--- src/source/npu_pkg.sv ---
package npu_pkg;

   //////////////////////////////////////////////////
   // Widths
   //////////////////////////////////////////////////
   localparam int FILTER_ADDR_W = 11;
   localparam int ACT_ADDR_W    = 13;
   localparam int NUM_BANKS     = 32;
   localparam int ROW_CNT_W     = 6;
   localparam int CLASS_W       = 5;

   typedef logic [FILTER_ADDR_W-1:0] filter_addr_t;
   typedef logic [ACT_ADDR_W-1:0]    act_addr_t;
   typedef logic [NUM_BANKS-1:0]     bank_mask_t;

   //////////////////////////////////////////////////
   // Layer dimensions
   //////////////////////////////////////////////////
   localparam int KERNEL_DIM  = 3;
   localparam int CONV1_IN_CH = 3;
   localparam int CONV2_IN_CH = 8;
   localparam int CONV3_IN_CH = 16;

   // Output quads per row and per column
   localparam int CONV1_QUADS = 16;
   localparam int CONV2_QUADS = 8;
   localparam int CONV3_QUADS = 4;

   // FC1 input is the flattened 4x4x24 conv3 output
   localparam int FC1_DIM            = 4;
   localparam int FC1_IN_CH          = 24;
   localparam int FC2_LEN            = 64;
   localparam int RESULT_WAIT_CYCLES = 64;

   //////////////////////////////////////////////////
   // Memory map
   //////////////////////////////////////////////////
   // Spans are 27, 72, 144, 384, 384 and 64 words
   localparam filter_addr_t CONV1_FILTER_START = 11'd0;
   localparam filter_addr_t CONV1_FILTER_END   = CONV1_FILTER_START + 11'd26;
   localparam filter_addr_t CONV2_FILTER_START = 11'd27;
   localparam filter_addr_t CONV2_FILTER_END   = CONV2_FILTER_START + 11'd71;
   localparam filter_addr_t CONV3_FILTER_START = 11'd99;
   localparam filter_addr_t CONV3_FILTER_END   = CONV3_FILTER_START + 11'd143;
   localparam filter_addr_t FC1_1_FILTER_START = 11'd243;
   localparam filter_addr_t FC1_1_FILTER_END   = FC1_1_FILTER_START + 11'd383;
   localparam filter_addr_t FC1_2_FILTER_START = 11'd627;
   localparam filter_addr_t FC1_2_FILTER_END   = FC1_2_FILTER_START + 11'd383;
   localparam filter_addr_t FC2_FILTER_START   = 11'd1011;
   localparam filter_addr_t FC2_FILTER_END     = FC2_FILTER_START + 11'd63;

   localparam bank_mask_t CONV_FILTER_EN = '1;
   localparam bank_mask_t FC1_FILTER_EN  = '1;
   localparam bank_mask_t FC2_FILTER_EN  = 32'h0000_03ff;

   localparam act_addr_t CONV3_OUTPUT_START = 13'd5120;
   localparam act_addr_t FC1_OUTPUT_START   = 13'd5504;

   //////////////////////////////////////////////////
   // Types
   //////////////////////////////////////////////////
   typedef enum logic [3:0] {
      IDLE, CONV1, WAIT_CONV1, CONV2, WAIT_CONV2, CONV3, WAIT_CONV3,
      FC1_1, WAIT_FC1_1, FC1_2, WAIT_FC1_2, FC2, SOFTMAX, DONE
   } npu_state_e;

   typedef struct packed {
      logic dp_first;
      logic dp_last;
      logic layer_last;
      logic wait_done;
   } loop_evt_t;

   // One step of read work ahead of the read pipeline
   typedef struct packed {
      logic       valid;
      npu_state_e layer_state;
      logic       dp_first;
      logic       dp_last;
      act_addr_t  fc_act_offset;
   } rd_req_t;

endpackage

--- src/source/npu_seq_fsm.sv ---
`timescale 1ns/10ps

module npu_seq_fsm (
   input  logic                npu_clk,
   input  logic                npu_rst_n,
   input  logic                start_trigger,
   input  npu_pkg::loop_evt_t  evt,
   input  logic                softmax_result_valid_p,
   input  logic                cfg_write_row_p,
   output npu_pkg::npu_state_e state,
   output logic [2:0]          npu_layer_in_progress,
   output logic                npu_active,
   output logic                npu_done,
   output logic                done_entry
);

   npu_pkg::npu_state_e nxt_state;
   logic                done_d;

   always_ff @(posedge npu_clk or negedge npu_rst_n) begin
      if (!npu_rst_n) begin
         state  <= npu_pkg::IDLE;
         done_d <= 1'b0;
      end else begin
         state  <= nxt_state;
         done_d <= npu_done;
      end
   end

   // Next state and layer number, wait states report the layer they follow
   always_comb begin
      nxt_state             = state;
      npu_layer_in_progress = 3'd0;
      case (state)
         npu_pkg::IDLE: begin
            if (start_trigger) nxt_state = npu_pkg::CONV1;
         end
         npu_pkg::CONV1: begin
            npu_layer_in_progress = 3'd1;
            if (evt.layer_last) nxt_state = npu_pkg::WAIT_CONV1;
         end
         npu_pkg::WAIT_CONV1: begin
            npu_layer_in_progress = 3'd1;
            if (evt.wait_done) nxt_state = npu_pkg::CONV2;
         end
         npu_pkg::CONV2: begin
            npu_layer_in_progress = 3'd2;
            if (evt.layer_last) nxt_state = npu_pkg::WAIT_CONV2;
         end
         npu_pkg::WAIT_CONV2: begin
            npu_layer_in_progress = 3'd2;
            if (evt.wait_done) nxt_state = npu_pkg::CONV3;
         end
         npu_pkg::CONV3: begin
            npu_layer_in_progress = 3'd3;
            if (evt.layer_last) nxt_state = npu_pkg::WAIT_CONV3;
         end
         npu_pkg::WAIT_CONV3: begin
            npu_layer_in_progress = 3'd3;
            if (evt.wait_done) nxt_state = npu_pkg::FC1_1;
         end
         npu_pkg::FC1_1: begin
            npu_layer_in_progress = 3'd4;
            if (evt.layer_last) nxt_state = npu_pkg::WAIT_FC1_1;
         end
         npu_pkg::WAIT_FC1_1: begin
            npu_layer_in_progress = 3'd4;
            if (evt.wait_done) nxt_state = npu_pkg::FC1_2;
         end
         npu_pkg::FC1_2: begin
            npu_layer_in_progress = 3'd5;
            if (evt.layer_last) nxt_state = npu_pkg::WAIT_FC1_2;
         end
         npu_pkg::WAIT_FC1_2: begin
            npu_layer_in_progress = 3'd5;
            if (evt.wait_done) nxt_state = npu_pkg::FC2;
         end
         npu_pkg::FC2: begin
            npu_layer_in_progress = 3'd6;
            if (evt.layer_last) nxt_state = npu_pkg::SOFTMAX;
         end
         npu_pkg::SOFTMAX: begin
            npu_layer_in_progress = 3'd7;
            if (softmax_result_valid_p) nxt_state = npu_pkg::DONE;
         end
         npu_pkg::DONE: begin
            // Held until the host starts writing the next image
            npu_layer_in_progress = 3'd7;
            if (cfg_write_row_p) nxt_state = npu_pkg::IDLE;
         end
         default: nxt_state = npu_pkg::IDLE;
      endcase
   end

   assign npu_done   = (state == npu_pkg::DONE);
   assign npu_active = (state != npu_pkg::IDLE) && !npu_done;
   assign done_entry = npu_done && !done_d;

endmodule

--- src/source/npu_loop_counters.sv ---
`timescale 1ns/10ps

module npu_loop_counters (
   input  logic                npu_clk,
   input  logic                npu_rst_n,
   input  npu_pkg::npu_state_e state,
   output npu_pkg::loop_evt_t  evt,
   output npu_pkg::rd_req_t    req
);

   logic [1:0] filt_col;
   logic [1:0] filt_row;
   logic [3:0] in_ch;
   logic [1:0] quad_pos;
   logic [3:0] quad_col;
   logic [3:0] quad_row;
   logic [3:0] in_ch_max;
   logic [3:0] quad_max;
   logic [1:0] fc1_row;
   logic [1:0] fc1_col;
   logic [4:0] fc1_ch;
   logic [5:0] fc2_cnt;
   logic [5:0] wait_cnt;
   logic       conv_st;
   logic       fc1_st;
   logic       fc2_st;
   logic       wait_st;
   logic       conv_dp_last;
   logic       conv_layer_last;
   logic       fc1_last;
   logic       fc2_last;

   assign conv_st = state inside {npu_pkg::CONV1, npu_pkg::CONV2, npu_pkg::CONV3};
   assign fc1_st  = state inside {npu_pkg::FC1_1, npu_pkg::FC1_2};
   assign fc2_st  = (state == npu_pkg::FC2);
   assign wait_st = state inside {npu_pkg::WAIT_CONV1, npu_pkg::WAIT_CONV2,
                                  npu_pkg::WAIT_CONV3, npu_pkg::WAIT_FC1_1,
                                  npu_pkg::WAIT_FC1_2};

   // Channel and quad limits of the current conv layer
   always_comb begin
      case (state)
         npu_pkg::CONV1: begin
            in_ch_max = 4'(npu_pkg::CONV1_IN_CH - 1);
            quad_max  = 4'(npu_pkg::CONV1_QUADS - 1);
         end
         npu_pkg::CONV2: begin
            in_ch_max = 4'(npu_pkg::CONV2_IN_CH - 1);
            quad_max  = 4'(npu_pkg::CONV2_QUADS - 1);
         end
         default: begin
            in_ch_max = 4'(npu_pkg::CONV3_IN_CH - 1);
            quad_max  = 4'(npu_pkg::CONV3_QUADS - 1);
         end
      endcase
   end

   //////////////////////////////////////////////////
   // Boundary events
   //////////////////////////////////////////////////
   assign conv_dp_last    = (filt_col == 2'(npu_pkg::KERNEL_DIM - 1)) && (in_ch == in_ch_max) &&
                            (filt_row == 2'(npu_pkg::KERNEL_DIM - 1));
   // Last pixel of the quad is bottom-right
   assign conv_layer_last = conv_dp_last && (quad_pos == 2'd3) &&
                            (quad_col == quad_max) && (quad_row == quad_max);
   assign fc1_last        = (fc1_row == 2'(npu_pkg::FC1_DIM - 1)) &&
                            (fc1_col == 2'(npu_pkg::FC1_DIM - 1)) &&
                            (fc1_ch == 5'(npu_pkg::FC1_IN_CH - 1));
   assign fc2_last        = (fc2_cnt == 6'(npu_pkg::FC2_LEN - 1));

   always_comb begin
      evt.dp_first   = (conv_st && filt_col == 2'd0 && in_ch == 4'd0 && filt_row == 2'd0) ||
                       (fc1_st && fc1_row == 2'd0 && fc1_col == 2'd0 && fc1_ch == 5'd0) ||
                       (fc2_st && fc2_cnt == 6'd0);
      evt.dp_last    = (conv_st && conv_dp_last) || (fc1_st && fc1_last) || (fc2_st && fc2_last);
      evt.layer_last = (conv_st && conv_layer_last) || (fc1_st && fc1_last) ||
                       (fc2_st && fc2_last);
      evt.wait_done  = wait_st && (wait_cnt == 6'(npu_pkg::RESULT_WAIT_CYCLES - 1));

      req.valid       = conv_st || fc1_st || fc2_st;
      req.layer_state = state;
      req.dp_first    = evt.dp_first;
      req.dp_last     = evt.dp_last;
      // Flatten order is row first, then column, then channel
      if (fc1_st) begin
         req.fc_act_offset = npu_pkg::act_addr_t'(fc1_ch * npu_pkg::FC1_DIM * npu_pkg::FC1_DIM +
                                                  fc1_row * npu_pkg::FC1_DIM + fc1_col);
      end else if (fc2_st) begin
         req.fc_act_offset = npu_pkg::act_addr_t'(fc2_cnt);
      end else begin
         req.fc_act_offset = '0;
      end
   end

   //////////////////////////////////////////////////
   // Counters
   //////////////////////////////////////////////////
   always_ff @(posedge npu_clk or negedge npu_rst_n) begin
      if (!npu_rst_n) begin
         filt_col <= '0;
         filt_row <= '0;
         in_ch    <= '0;
         quad_pos <= '0;
         quad_col <= '0;
         quad_row <= '0;
      end else if (!conv_st) begin
         filt_col <= '0;
         filt_row <= '0;
         in_ch    <= '0;
         quad_pos <= '0;
         quad_col <= '0;
         quad_row <= '0;
      end else if (filt_col != 2'(npu_pkg::KERNEL_DIM - 1)) begin
         filt_col <= filt_col + 2'd1;
      end else begin
         filt_col <= '0;
         if (in_ch != in_ch_max) begin
            in_ch <= in_ch + 4'd1;
         end else begin
            in_ch <= '0;
            if (filt_row != 2'(npu_pkg::KERNEL_DIM - 1)) begin
               filt_row <= filt_row + 2'd1;
            end else begin
               // One output pixel done, step through the quad
               filt_row <= '0;
               quad_pos <= quad_pos + 2'd1;
               if (quad_pos == 2'd3) begin
                  quad_col <= (quad_col == quad_max) ? 4'd0 : quad_col + 4'd1;
                  if (quad_col == quad_max) begin
                     quad_row <= (quad_row == quad_max) ? 4'd0 : quad_row + 4'd1;
                  end
               end
            end
         end
      end
   end

   always_ff @(posedge npu_clk or negedge npu_rst_n) begin
      if (!npu_rst_n) begin
         fc1_row  <= '0;
         fc1_col  <= '0;
         fc1_ch   <= '0;
         fc2_cnt  <= '0;
         wait_cnt <= '0;
      end else begin
         if (!fc1_st) begin
            fc1_row <= '0;
            fc1_col <= '0;
            fc1_ch  <= '0;
         end else begin
            fc1_row <= fc1_row + 2'd1;
            if (fc1_row == 2'(npu_pkg::FC1_DIM - 1)) begin
               fc1_col <= fc1_col + 2'd1;
               if (fc1_col == 2'(npu_pkg::FC1_DIM - 1)) begin
                  fc1_ch <= fc1_last ? 5'd0 : fc1_ch + 5'd1;
               end
            end
         end
         fc2_cnt  <= fc2_st ? fc2_cnt + 6'd1 : 6'd0;
         wait_cnt <= wait_st ? wait_cnt + 6'd1 : 6'd0;
      end
   end

endmodule

--- src/source/npu_mem_rd_gen.sv ---
`timescale 1ns/10ps

module npu_mem_rd_gen (
   input  logic                                npu_clk,
   input  logic                                npu_rst_n,
   input  npu_pkg::rd_req_t                    req,
   output logic [npu_pkg::NUM_BANKS-1:0]       filter_mem_rd_en,
   output logic [npu_pkg::FILTER_ADDR_W-1:0]   filter_mem_rd_addr,
   output logic                                activation_mem_rd_en,
   output logic [npu_pkg::ACT_ADDR_W-1:0]      activation_mem_rd_addr,
   output logic [npu_pkg::NUM_BANKS-1:0]       mac_enable,
   output logic                                mac_start_p,
   output logic                                mac_last_p
);

   npu_pkg::rd_req_t     pipe [3];
   npu_pkg::filter_addr_t start_addr;
   npu_pkg::filter_addr_t end_addr;
   npu_pkg::bank_mask_t   rd_mask;
   npu_pkg::bank_mask_t   mac_mask;
   npu_pkg::act_addr_t    act_base;
   logic                  fc_step;
   logic                  layer_first;

   // Per-layer filter window and bank mask
   function automatic npu_pkg::bank_mask_t bank_mask(npu_pkg::npu_state_e st);
      case (st)
         npu_pkg::CONV1, npu_pkg::CONV2, npu_pkg::CONV3: bank_mask = npu_pkg::CONV_FILTER_EN;
         npu_pkg::FC1_1, npu_pkg::FC1_2:                 bank_mask = npu_pkg::FC1_FILTER_EN;
         npu_pkg::FC2:                                   bank_mask = npu_pkg::FC2_FILTER_EN;
         default:                                        bank_mask = '0;
      endcase
   endfunction

   always_comb begin
      case (pipe[1].layer_state)
         npu_pkg::CONV1: {start_addr, end_addr} = {npu_pkg::CONV1_FILTER_START,
                                                   npu_pkg::CONV1_FILTER_END};
         npu_pkg::CONV2: {start_addr, end_addr} = {npu_pkg::CONV2_FILTER_START,
                                                   npu_pkg::CONV2_FILTER_END};
         npu_pkg::CONV3: {start_addr, end_addr} = {npu_pkg::CONV3_FILTER_START,
                                                   npu_pkg::CONV3_FILTER_END};
         npu_pkg::FC1_1: {start_addr, end_addr} = {npu_pkg::FC1_1_FILTER_START,
                                                   npu_pkg::FC1_1_FILTER_END};
         npu_pkg::FC1_2: {start_addr, end_addr} = {npu_pkg::FC1_2_FILTER_START,
                                                   npu_pkg::FC1_2_FILTER_END};
         default:        {start_addr, end_addr} = {npu_pkg::FC2_FILTER_START,
                                                   npu_pkg::FC2_FILTER_END};
      endcase
   end

   assign rd_mask  = pipe[1].valid ? bank_mask(pipe[1].layer_state) : '0;
   assign mac_mask = pipe[2].valid ? bank_mask(pipe[2].layer_state) : '0;
   assign fc_step  = pipe[1].valid &&
                     (pipe[1].layer_state inside {npu_pkg::FC1_1, npu_pkg::FC1_2, npu_pkg::FC2});
   // FC1 reads the conv3 output, FC2 reads the FC1 output
   assign act_base = (pipe[1].layer_state == npu_pkg::FC2) ? npu_pkg::FC1_OUTPUT_START
                                                           : npu_pkg::CONV3_OUTPUT_START;
   // Stage 2 holds the step just before the one in stage 1
   assign layer_first = pipe[1].valid &&
                        (!pipe[2].valid || pipe[2].layer_state != pipe[1].layer_state);

   always_ff @(posedge npu_clk or negedge npu_rst_n) begin
      if (!npu_rst_n) begin
         pipe                   <= '{default: '0};
         filter_mem_rd_en       <= '0;
         filter_mem_rd_addr     <= '0;
         activation_mem_rd_en   <= 1'b0;
         activation_mem_rd_addr <= '0;
         mac_enable             <= '0;
         mac_start_p            <= 1'b0;
         mac_last_p             <= 1'b0;
      end else begin
         pipe[0] <= req;
         pipe[1] <= pipe[0];
         pipe[2] <= pipe[1];

         // Read side, third cycle after the counter step
         filter_mem_rd_en       <= rd_mask;
         activation_mem_rd_en   <= fc_step;
         activation_mem_rd_addr <= fc_step ? act_base + pipe[1].fc_act_offset : '0;
         if (layer_first) begin
            filter_mem_rd_addr <= start_addr;
         end else if (pipe[1].valid) begin
            filter_mem_rd_addr <= (filter_mem_rd_addr == end_addr) ? start_addr
                                                                   : filter_mem_rd_addr + 11'd1;
         end

         // MAC framing, one cycle behind the read data
         mac_enable  <= mac_mask;
         mac_start_p <= pipe[2].valid && pipe[2].dp_first;
         mac_last_p  <= pipe[2].valid && pipe[2].dp_last;
      end
   end

endmodule

--- src/source/npu_status_regs.sv ---
`timescale 1ns/10ps

module npu_status_regs (
   input  logic                           npu_clk,
   input  logic                           npu_rst_n,
   input  logic                           cfg_write_row_p,
   input  logic [npu_pkg::ROW_CNT_W-1:0]  cfg_thrshld_num_rows_to_start,
   input  logic                           done_entry,
   input  logic                           softmax_result_valid_p,
   input  logic [npu_pkg::CLASS_W-1:0]    softmax_class_predicted,
   output logic [npu_pkg::ROW_CNT_W-1:0]  img_num_rows_written,
   output logic                           start_trigger,
   output logic [npu_pkg::CLASS_W-1:0]    npu_class_predicted
);

   always_ff @(posedge npu_clk or negedge npu_rst_n) begin
      if (!npu_rst_n) begin
         img_num_rows_written <= '0;
         npu_class_predicted  <= '0;
      end else begin
         // Row count restarts once the image is classified
         if (done_entry) begin
            img_num_rows_written <= '0;
         end else if (cfg_write_row_p) begin
            img_num_rows_written <= img_num_rows_written + 6'd1;
         end
         if (softmax_result_valid_p) begin
            npu_class_predicted <= softmax_class_predicted;
         end
      end
   end

   // A zero threshold never starts the engine
   assign start_trigger = (img_num_rows_written >= cfg_thrshld_num_rows_to_start) &&
                          (|cfg_thrshld_num_rows_to_start);

endmodule

--- src/source/npu_control_top.sv ---
`timescale 1ns/10ps

module npu_control_top (
   input  logic                                npu_clk,
   input  logic                                npu_rst_n,
   input  logic                                cfg_write_row_p,
   input  logic [npu_pkg::ROW_CNT_W-1:0]       cfg_thrshld_num_rows_to_start,
   input  logic                                softmax_result_valid_p,
   input  logic [npu_pkg::CLASS_W-1:0]         softmax_class_predicted,
   output logic                                npu_active,
   output logic                                npu_done,
   output logic [2:0]                          npu_layer_in_progress,
   output logic [npu_pkg::ROW_CNT_W-1:0]       img_num_rows_written,
   output logic [npu_pkg::CLASS_W-1:0]         npu_class_predicted,
   output logic [npu_pkg::NUM_BANKS-1:0]       mac_enable,
   output logic                                mac_start_p,
   output logic                                mac_last_p,
   output logic [npu_pkg::NUM_BANKS-1:0]       filter_mem_rd_en,
   output logic [npu_pkg::FILTER_ADDR_W-1:0]   filter_mem_rd_addr,
   output logic                                activation_mem_rd_en,
   output logic [npu_pkg::ACT_ADDR_W-1:0]      activation_mem_rd_addr
);

   npu_pkg::npu_state_e state;
   npu_pkg::loop_evt_t  evt;
   npu_pkg::rd_req_t    req;
   logic                start_trigger;
   logic                done_entry;

   npu_seq_fsm u_seq_fsm (
      .npu_clk                (npu_clk),
      .npu_rst_n              (npu_rst_n),
      .start_trigger          (start_trigger),
      .evt                    (evt),
      .softmax_result_valid_p (softmax_result_valid_p),
      .cfg_write_row_p        (cfg_write_row_p),
      .state                  (state),
      .npu_layer_in_progress  (npu_layer_in_progress),
      .npu_active             (npu_active),
      .npu_done               (npu_done),
      .done_entry             (done_entry)
   );

   npu_loop_counters u_loop_counters (
      .npu_clk   (npu_clk),
      .npu_rst_n (npu_rst_n),
      .state     (state),
      .evt       (evt),
      .req       (req)
   );

   npu_mem_rd_gen u_mem_rd_gen (
      .npu_clk                (npu_clk),
      .npu_rst_n              (npu_rst_n),
      .req                    (req),
      .filter_mem_rd_en       (filter_mem_rd_en),
      .filter_mem_rd_addr     (filter_mem_rd_addr),
      .activation_mem_rd_en   (activation_mem_rd_en),
      .activation_mem_rd_addr (activation_mem_rd_addr),
      .mac_enable             (mac_enable),
      .mac_start_p            (mac_start_p),
      .mac_last_p             (mac_last_p)
   );

   npu_status_regs u_status_regs (
      .npu_clk                       (npu_clk),
      .npu_rst_n                     (npu_rst_n),
      .cfg_write_row_p               (cfg_write_row_p),
      .cfg_thrshld_num_rows_to_start (cfg_thrshld_num_rows_to_start),
      .done_entry                    (done_entry),
      .softmax_result_valid_p        (softmax_result_valid_p),
      .softmax_class_predicted       (softmax_class_predicted),
      .img_num_rows_written          (img_num_rows_written),
      .start_trigger                 (start_trigger),
      .npu_class_predicted           (npu_class_predicted)
   );

endmodule

--- config.mk ---
export PLATFORM = sky130hd
export DESIGN_NAME = npu_control_top
export DESIGN_NICKNAME = d
export VERILOG_FILES = /design/src/source/npu_pkg.sv /design/src/source/npu_seq_fsm.sv /design/src/source/npu_loop_counters.sv /design/src/source/npu_mem_rd_gen.sv /design/src/source/npu_status_regs.sv /design/src/source/npu_control_top.sv
export SDC_FILE = /design/constraint.sdc
export NUM_CORES = 1
export LEC_CHECK = 0
export BUFFER_PORTS_ARGS = -buffer_cell sky130_fd_sc_hd__buf_2
export CAP_MARGIN = 20
export CORE_MARGIN = 2
export CORE_UTILIZATION = 30
export CTS_CLUSTER_SIZE = 20
export DETAILED_ROUTE_END_ITERATION = 10
export HOLD_SLACK_MARGIN = 0.02
export PLACE_DENSITY_LB_ADDON = 0.3
export SYNTH_ARGS = -nofsm -noshare
export SYNTH_HDL_FRONTEND = slang
export SYNTH_SLANG_ARGS = --single-unit
--- constraint.sdc ---
create_clock -name npu_clk -period 4.23 [get_ports npu_clk]
set_input_delay 0.846 -clock npu_clk [delete_from_list [all_inputs] [get_ports npu_clk]]
set_output_delay 0.846 -clock npu_clk [all_outputs]
set_load 0.02 [all_outputs]
* Word-level counts from Yosys, hierarchy flattened *
Index checks and enable logic that the tools add are counted.

word-level totals
  output and inout bits = 107
  logic and storage cells = 251
  bits in registers = 193
  bits of input ports = 15

cells by class
  muxes and demuxes = 68
  magnitude comparators = 1
  equal/unequal tests = 62
  add/sub/neg operators = 16
  reductions and logical operators = 68

operators by type and width
  kind                 number
  $pmux 32 s2          2
  $mux 4               30
  $mux 32              2
  $pmux 4 s14          1
  $pmux 11 s5          1
  $pmux 10 s5          1
  $ne 2x2->1 const B   23
  $eq 4x4->1 const B   10
  $mux 11              3
  $eq 4x3->1 const B   8
  $mux 6               5
  $logic_and 1x1->1    26
  $mux 13              2
  $mux 2               13
  $pmux 3 s7           1
  $mux 5               4
  $add 6x1->6 const B  3
  $eq 4x2->1 const B   4
  $pmux 4 s2           2
  $reduce_and 14->1    1
  $add 13x13->13       1
  $add 13x2->13        1
  $add 4x1->4 const B  3
  $eq 4x1->1 const B   3
  other kinds (29)     65

* Depth between registers and ports, before layout *
  word-level depth = 13
  gate-level depth with buffers = 8
  depth with buffers taken out = 8

* By module *
Synthesis repeated with hierarchy kept, for this count alone.

second synthesis, totals
  cells, all modules = 672
  area, all modules = 6881.6 um2

modules (own cells, without submodules)
  module             cells each  area each (um2)  times used
  npu_mem_rd_gen     301         3467.1           1
  npu_loop_counters  263         2379.8           1
  npu_status_regs    55          601.8            1
  npu_seq_fsm        53          432.9            1

* Least setup slack after synthesis *
OpenSTA, ideal clock, no wires.

  kind = register to output
  start = reg u_seq_fsm.state[1]
  end = out npu_layer_in_progress[1]
  buffers on the path = 2
  setup slack = 1800 ps
  stages on the path, launching flop included = 5
  data arrival time = 1584 ps
  cell sequence = dfrtp_1 -> clkbuf_1 -> clkbuf_1 -> nand2_1 -> o21ai_0

between the ends
  longest elaborated chain between the ends = 3
  elaborated cells on any way between the ends = 20
  those cells by class = 13 x eq/ne; 1 x mux; 6 x reduce/logical

RTL lines
  what                                      line                   source
  start, declared                           npu_seq_fsm.sv:10      output npu_pkg::npu_state_e state,
  start signal, assigned                    npu_seq_fsm.sv:22      state <= npu_pkg::IDLE;
  start signal, assigned                    npu_seq_fsm.sv:25      state <= nxt_state;
  $eq 4x4->1, or another cell as far along  npu_seq_fsm.sv:34      case (state)
  $reduce_or 2->1 (no line)                 n/a
  $pmux 3 s7 (*)                            npu_seq_fsm.sv:34
  end, declared                             npu_control_top.sv:12  output logic [2:0] npu_layer_in_progress,

Mark *: on every way between the ends. The rest lies on a longest branch, timed or not.

* Worst setup path after layout *
  start = reg u_seq_fsm.state[3]
  end = reg u_seq_fsm.state[0]

between the ends
  longest elaborated chain between the ends = 13
  elaborated cells on any way between the ends = 49
  those cells by class = 30 x eq/ne; 3 x mux; 16 x reduce/logical

RTL lines
  what                                             line                                                                 source
  $eq 4x2->1 / $eq 4x1->1 (equally long branches)  npu_seq_fsm.sv:34, npu_loop_counters.sv:33, npu_loop_counters.sv:42
  $pmux 4 s2                                       npu_loop_counters.sv:42                                              case (state)
  $eq 4x4->1                                       npu_loop_counters.sv:61                                              assign conv_dp_last = (filt_col == 2'(npu_pkg::KERNEL_DIM - 1)) && (in_ch == in_ch_max) &&
  $logic_and 1x1->1 (2 in series)                  npu_loop_counters.sv:61
  $logic_and 1x1->1 (2 in series)                  npu_loop_counters.sv:64                                              assign conv_layer_last = conv_dp_last && (quad_pos == 2'd3) &&
  $logic_and 1x1->1                                npu_loop_counters.sv:65                                              (quad_col == quad_max) && (quad_row == quad_max);
  $logic_and 1x1->1                                npu_loop_counters.sv:76                                              evt.layer_last = (conv_st && conv_layer_last) || (fc1_st && fc1_last) ||
  $logic_or 1x1->1 (2 in series)                   npu_loop_counters.sv:76
  $ne 2x2->1 (no line)                             n/a
  $reduce_and 14->1 (no line)                      n/a

Parallel ways exist; a longest one is shown, timed or not.
A chain may end at the register's enable or synchronous reset.

==> impl_metrics.tcl <==
set metrics [dict create \
    status "finished, final reports clean" \
    slowest_delay_ns 0.61 \
    place.port_buffers 120 \
    worstPathRequired_ns 4.52 \
    cp_common_cell "mux2_2" \
    dpl.hpwl_um 8720 \
    p_leak_nw 3.57 \
    cts.clk_slew.worst_paths_ns 0.06 \
    root_buffer "clkbuf_16" \
    min_path_type "reg2reg" \
    fp.dieW_um 150 \
    utilization_pct 35.5 \
    clock_sinks 122 \
    routedWlPerCell_um 13.1 \
    vias 4595 \
    rows 53 \
    crit_slowest_cell "dfrtp_1" \
    antenna_found_initial 0 \
    grt_setup_unrepaired "no" \
    drtIter0Drc 235 \
    ctsHtreeMaxLevel 4 \
    grt_use_total_pct 12.1 \
    finalCritPeriodShare_pct 70.9 \
    arrival_ns 3.29 \
    clockBufferDepth 2 \
    area_growth_pct 16.5 \
    worst-r2r-cell-count 6 \
    layout_commonest_cell "dfrtp_1" \
    syn_nets 680 \
    syn-cell-area_um2 6410 \
    diodes 0 \
    cts_made_buffers 17 \
    drt-pass1-iter-count 5 \
    maxSlewHeadroom_pct 43.2 \
    criticalPathCategory "reg2reg" \
    min_period_ns 3.00 \
    avgSynthCellArea_um2 10.0 \
    crit_end "u_seq_fsm.state[0]" \
    fin_skew_ns 0.00660 \
    worstPathCellList "nor3b_1, mux2_2, nor4_4, a21oi_2, a211oi_1, mux2_2" \
    ys_warn_count 0 \
    grt_pass1_wl_um 21500 \
    yosysSeqAreaShare_pct 47.7 \
    setup_viol 0 \
    cts_resized 0 \
    powerDensity_nw_per_um2 692 \
    antenna_left 0 \
    io_pins 122 \
    drive_gt1_share_pct 24.7 \
    worstReg2RegStart "u_seq_fsm.state[3]" \
    grt_max_degree 95 \
    max-vdd-ir-drop_v 0.000315 \
    max_cap_viol_count 0 \
    tightest_slew_ns 0.852 \
    finalHoldViolCount 0 \
    synth_edf_count 0 \
    ys_types 67 \
    ys_seq_elements 122 \
    synth-async-reset-ratio_pct 100 \
    worst_setup_path_start_kind "flip-flop" \
    cp_max_fo 21 \
    totalWireLength_um 12800 \
    fillers 2090 \
    cts_setup_buffers 0 \
    dieArea_um2 22500 \
    clk_latency_ns 0.41 \
    die_h_um 150 \
    grt_pass1_vias 4151 \
    syn_inst 640 \
    num-nets-final 731 \
    fmax_mhz 333 \
    r2r_slack_ns 1.23 \
    reg2reg_to "u_seq_fsm.state[0]" \
    initial_core_util_pct 30.5 \
    coreArea_um2 21000 \
    fin_setup_tns_ns 0 \
    worstSetupStartpoint "u_seq_fsm.state[3]" \
    drc 0 \
    cts.hold.buffers_added 0 \
    final_cell_mix "dfrtp_1 (122), buf_2 (119), nor2_1 (49), nand2_1 (35), o21ai_0 (29)" \
    gp_congestion 0.772 \
    grt_remaining_overflow 0 \
    cts_tree "built" \
    yosys_most_used_dff "dfrtp_1" \
    maxSlewViolCount 0 \
    worstSetupEndpointType "flip-flop" \
    avgViaCountPerCell 4.69 \
]
-- layer usage --
layer	track usage [%]	vias up	wire, um
met4	3.82	0	146
met5	0	-	0
li1	-	2273	-
met1	17.0	2166	6330
met2	18.1	143	5700
met3	3.48	13	656
-- flip-flops by register name (all words and copies together), names as in the netlist, 4 cells and up --
register                             flops
u_loop_counters.in_ch                    4
u_status_regs.img_num_rows_written       6
u_loop_counters.fc2_cnt                  6
u_status_regs.npu_class_predicted        5
u_mem_rd_gen.filter_mem_rd_addr         11
u_mem_rd_gen.activation_mem_rd_addr     11
u_mem_rd_gen.pipe                       39
u_loop_counters.quad_row                 4
u_seq_fsm.state                          4
u_loop_counters.quad_col                 4
u_loop_counters.wait_cnt                 6
u_loop_counters.fc1_ch                   5
-- logic make-up (layout without fill, tap and decap cells) --
logic type / count (synthesis) / count (layout) / share of synthesized area [%]
DFF: 122 / 122 / 47.7
and+or+nand+nor: 231 / 231 / 20.0
xor gates and xnor gates: 22 / 22 / 3.01
AOI/OAI and AO/OA: 104 / 104 / 10.5
adders and majority gates: 25 / 25 / 5.00
other: 1 / 1 / 0.0585
buffers and inverters: 117 / 181 / 10.8
muxes: 18 / 18 / 2.99
-- stage by stage --
stage	setup slack [ns]	total power [mW]	instances	cell area (um^2)	hold WS, ns
final	1.23	5.16	979	7460	0.345
after floorplan	1.80	3.30	640	6410	0.331
after global routing	1.06	5.53	979	7460	0.351
after detailed placement	1.26	3.57	947	6800	0.335
after CTS	1.23	5.23	979	7460	0.342
after global placement	1.33	3.56	947	6800	0.333
-- critical path: cells and delay by family, from the launching register on --
kind,cells,cell delay [ns]
muxes,2,0.82
AOI/OAI and AO/OA,2,0.44
and+or+nand+nor,2,1.00
DFF,1,0.61
-- cell type report --
type | instances | area (um^2) | share of cell area (%)
Inverter | 26 | 97.6 | 1.31
Timing Repair Buffer | 123 | 638 | 8.55
Clock inverter | 13 | 214 | 2.87
Sequential cell | 122 | 3050 | 40.9
Tap cell | 275 | 344 | 4.61
Multi-Input combinational cell | 401 | 2660 | 35.7
Clock buffer | 19 | 453 | 6.07
-- cell usage after synthesis (12+ instances only) --
cell type	count	area, um^2
clkbuf_1	21	78.8
a21oi_1	26	130
nand2_1	35	131
o21ai_0	29	145
xor2_1	15	131
nand4_1	12	75.1
inv_1	25	93.8
dfrtp_1	122	3050
and2_1	24	150
nand3_1	24	120
and3_1	12	75.1
nor2_1	49	184
nor3_1	18	90.1
buf_4	63	473
ha_1	24	300
-- worst min-delay path by stage --
stage	start	end	slack, ns	depth (start not counted)
floorplan	u_mem_rd_gen.pipe[33]	u_mem_rd_gen.pipe[13]	0.33	0
global placement	u_mem_rd_gen.pipe[47]	u_mem_rd_gen.pipe[27]	0.33	0
detailed placement	u_mem_rd_gen.pipe[54]	u_mem_rd_gen.pipe[34]	0.33	0
CTS	u_mem_rd_gen.pipe[59]	u_mem_rd_gen.pipe[39]	0.34	0
global route	u_mem_rd_gen.pipe[44]	u_mem_rd_gen.pipe[24]	0.35	0
finish	u_mem_rd_gen.pipe[56]	u_mem_rd_gen.pipe[36]	0.35	0
-- power breakdown --
group | internal [mW] | total [mW] | switching (mW)
sequential | 1.37 | 1.77 | 0.394
combinational | 0.644 | 1.77 | 1.12
clock | 1.08 | 1.63 | 0.547
No activity file was read; power rests on OpenSTA's default activity.
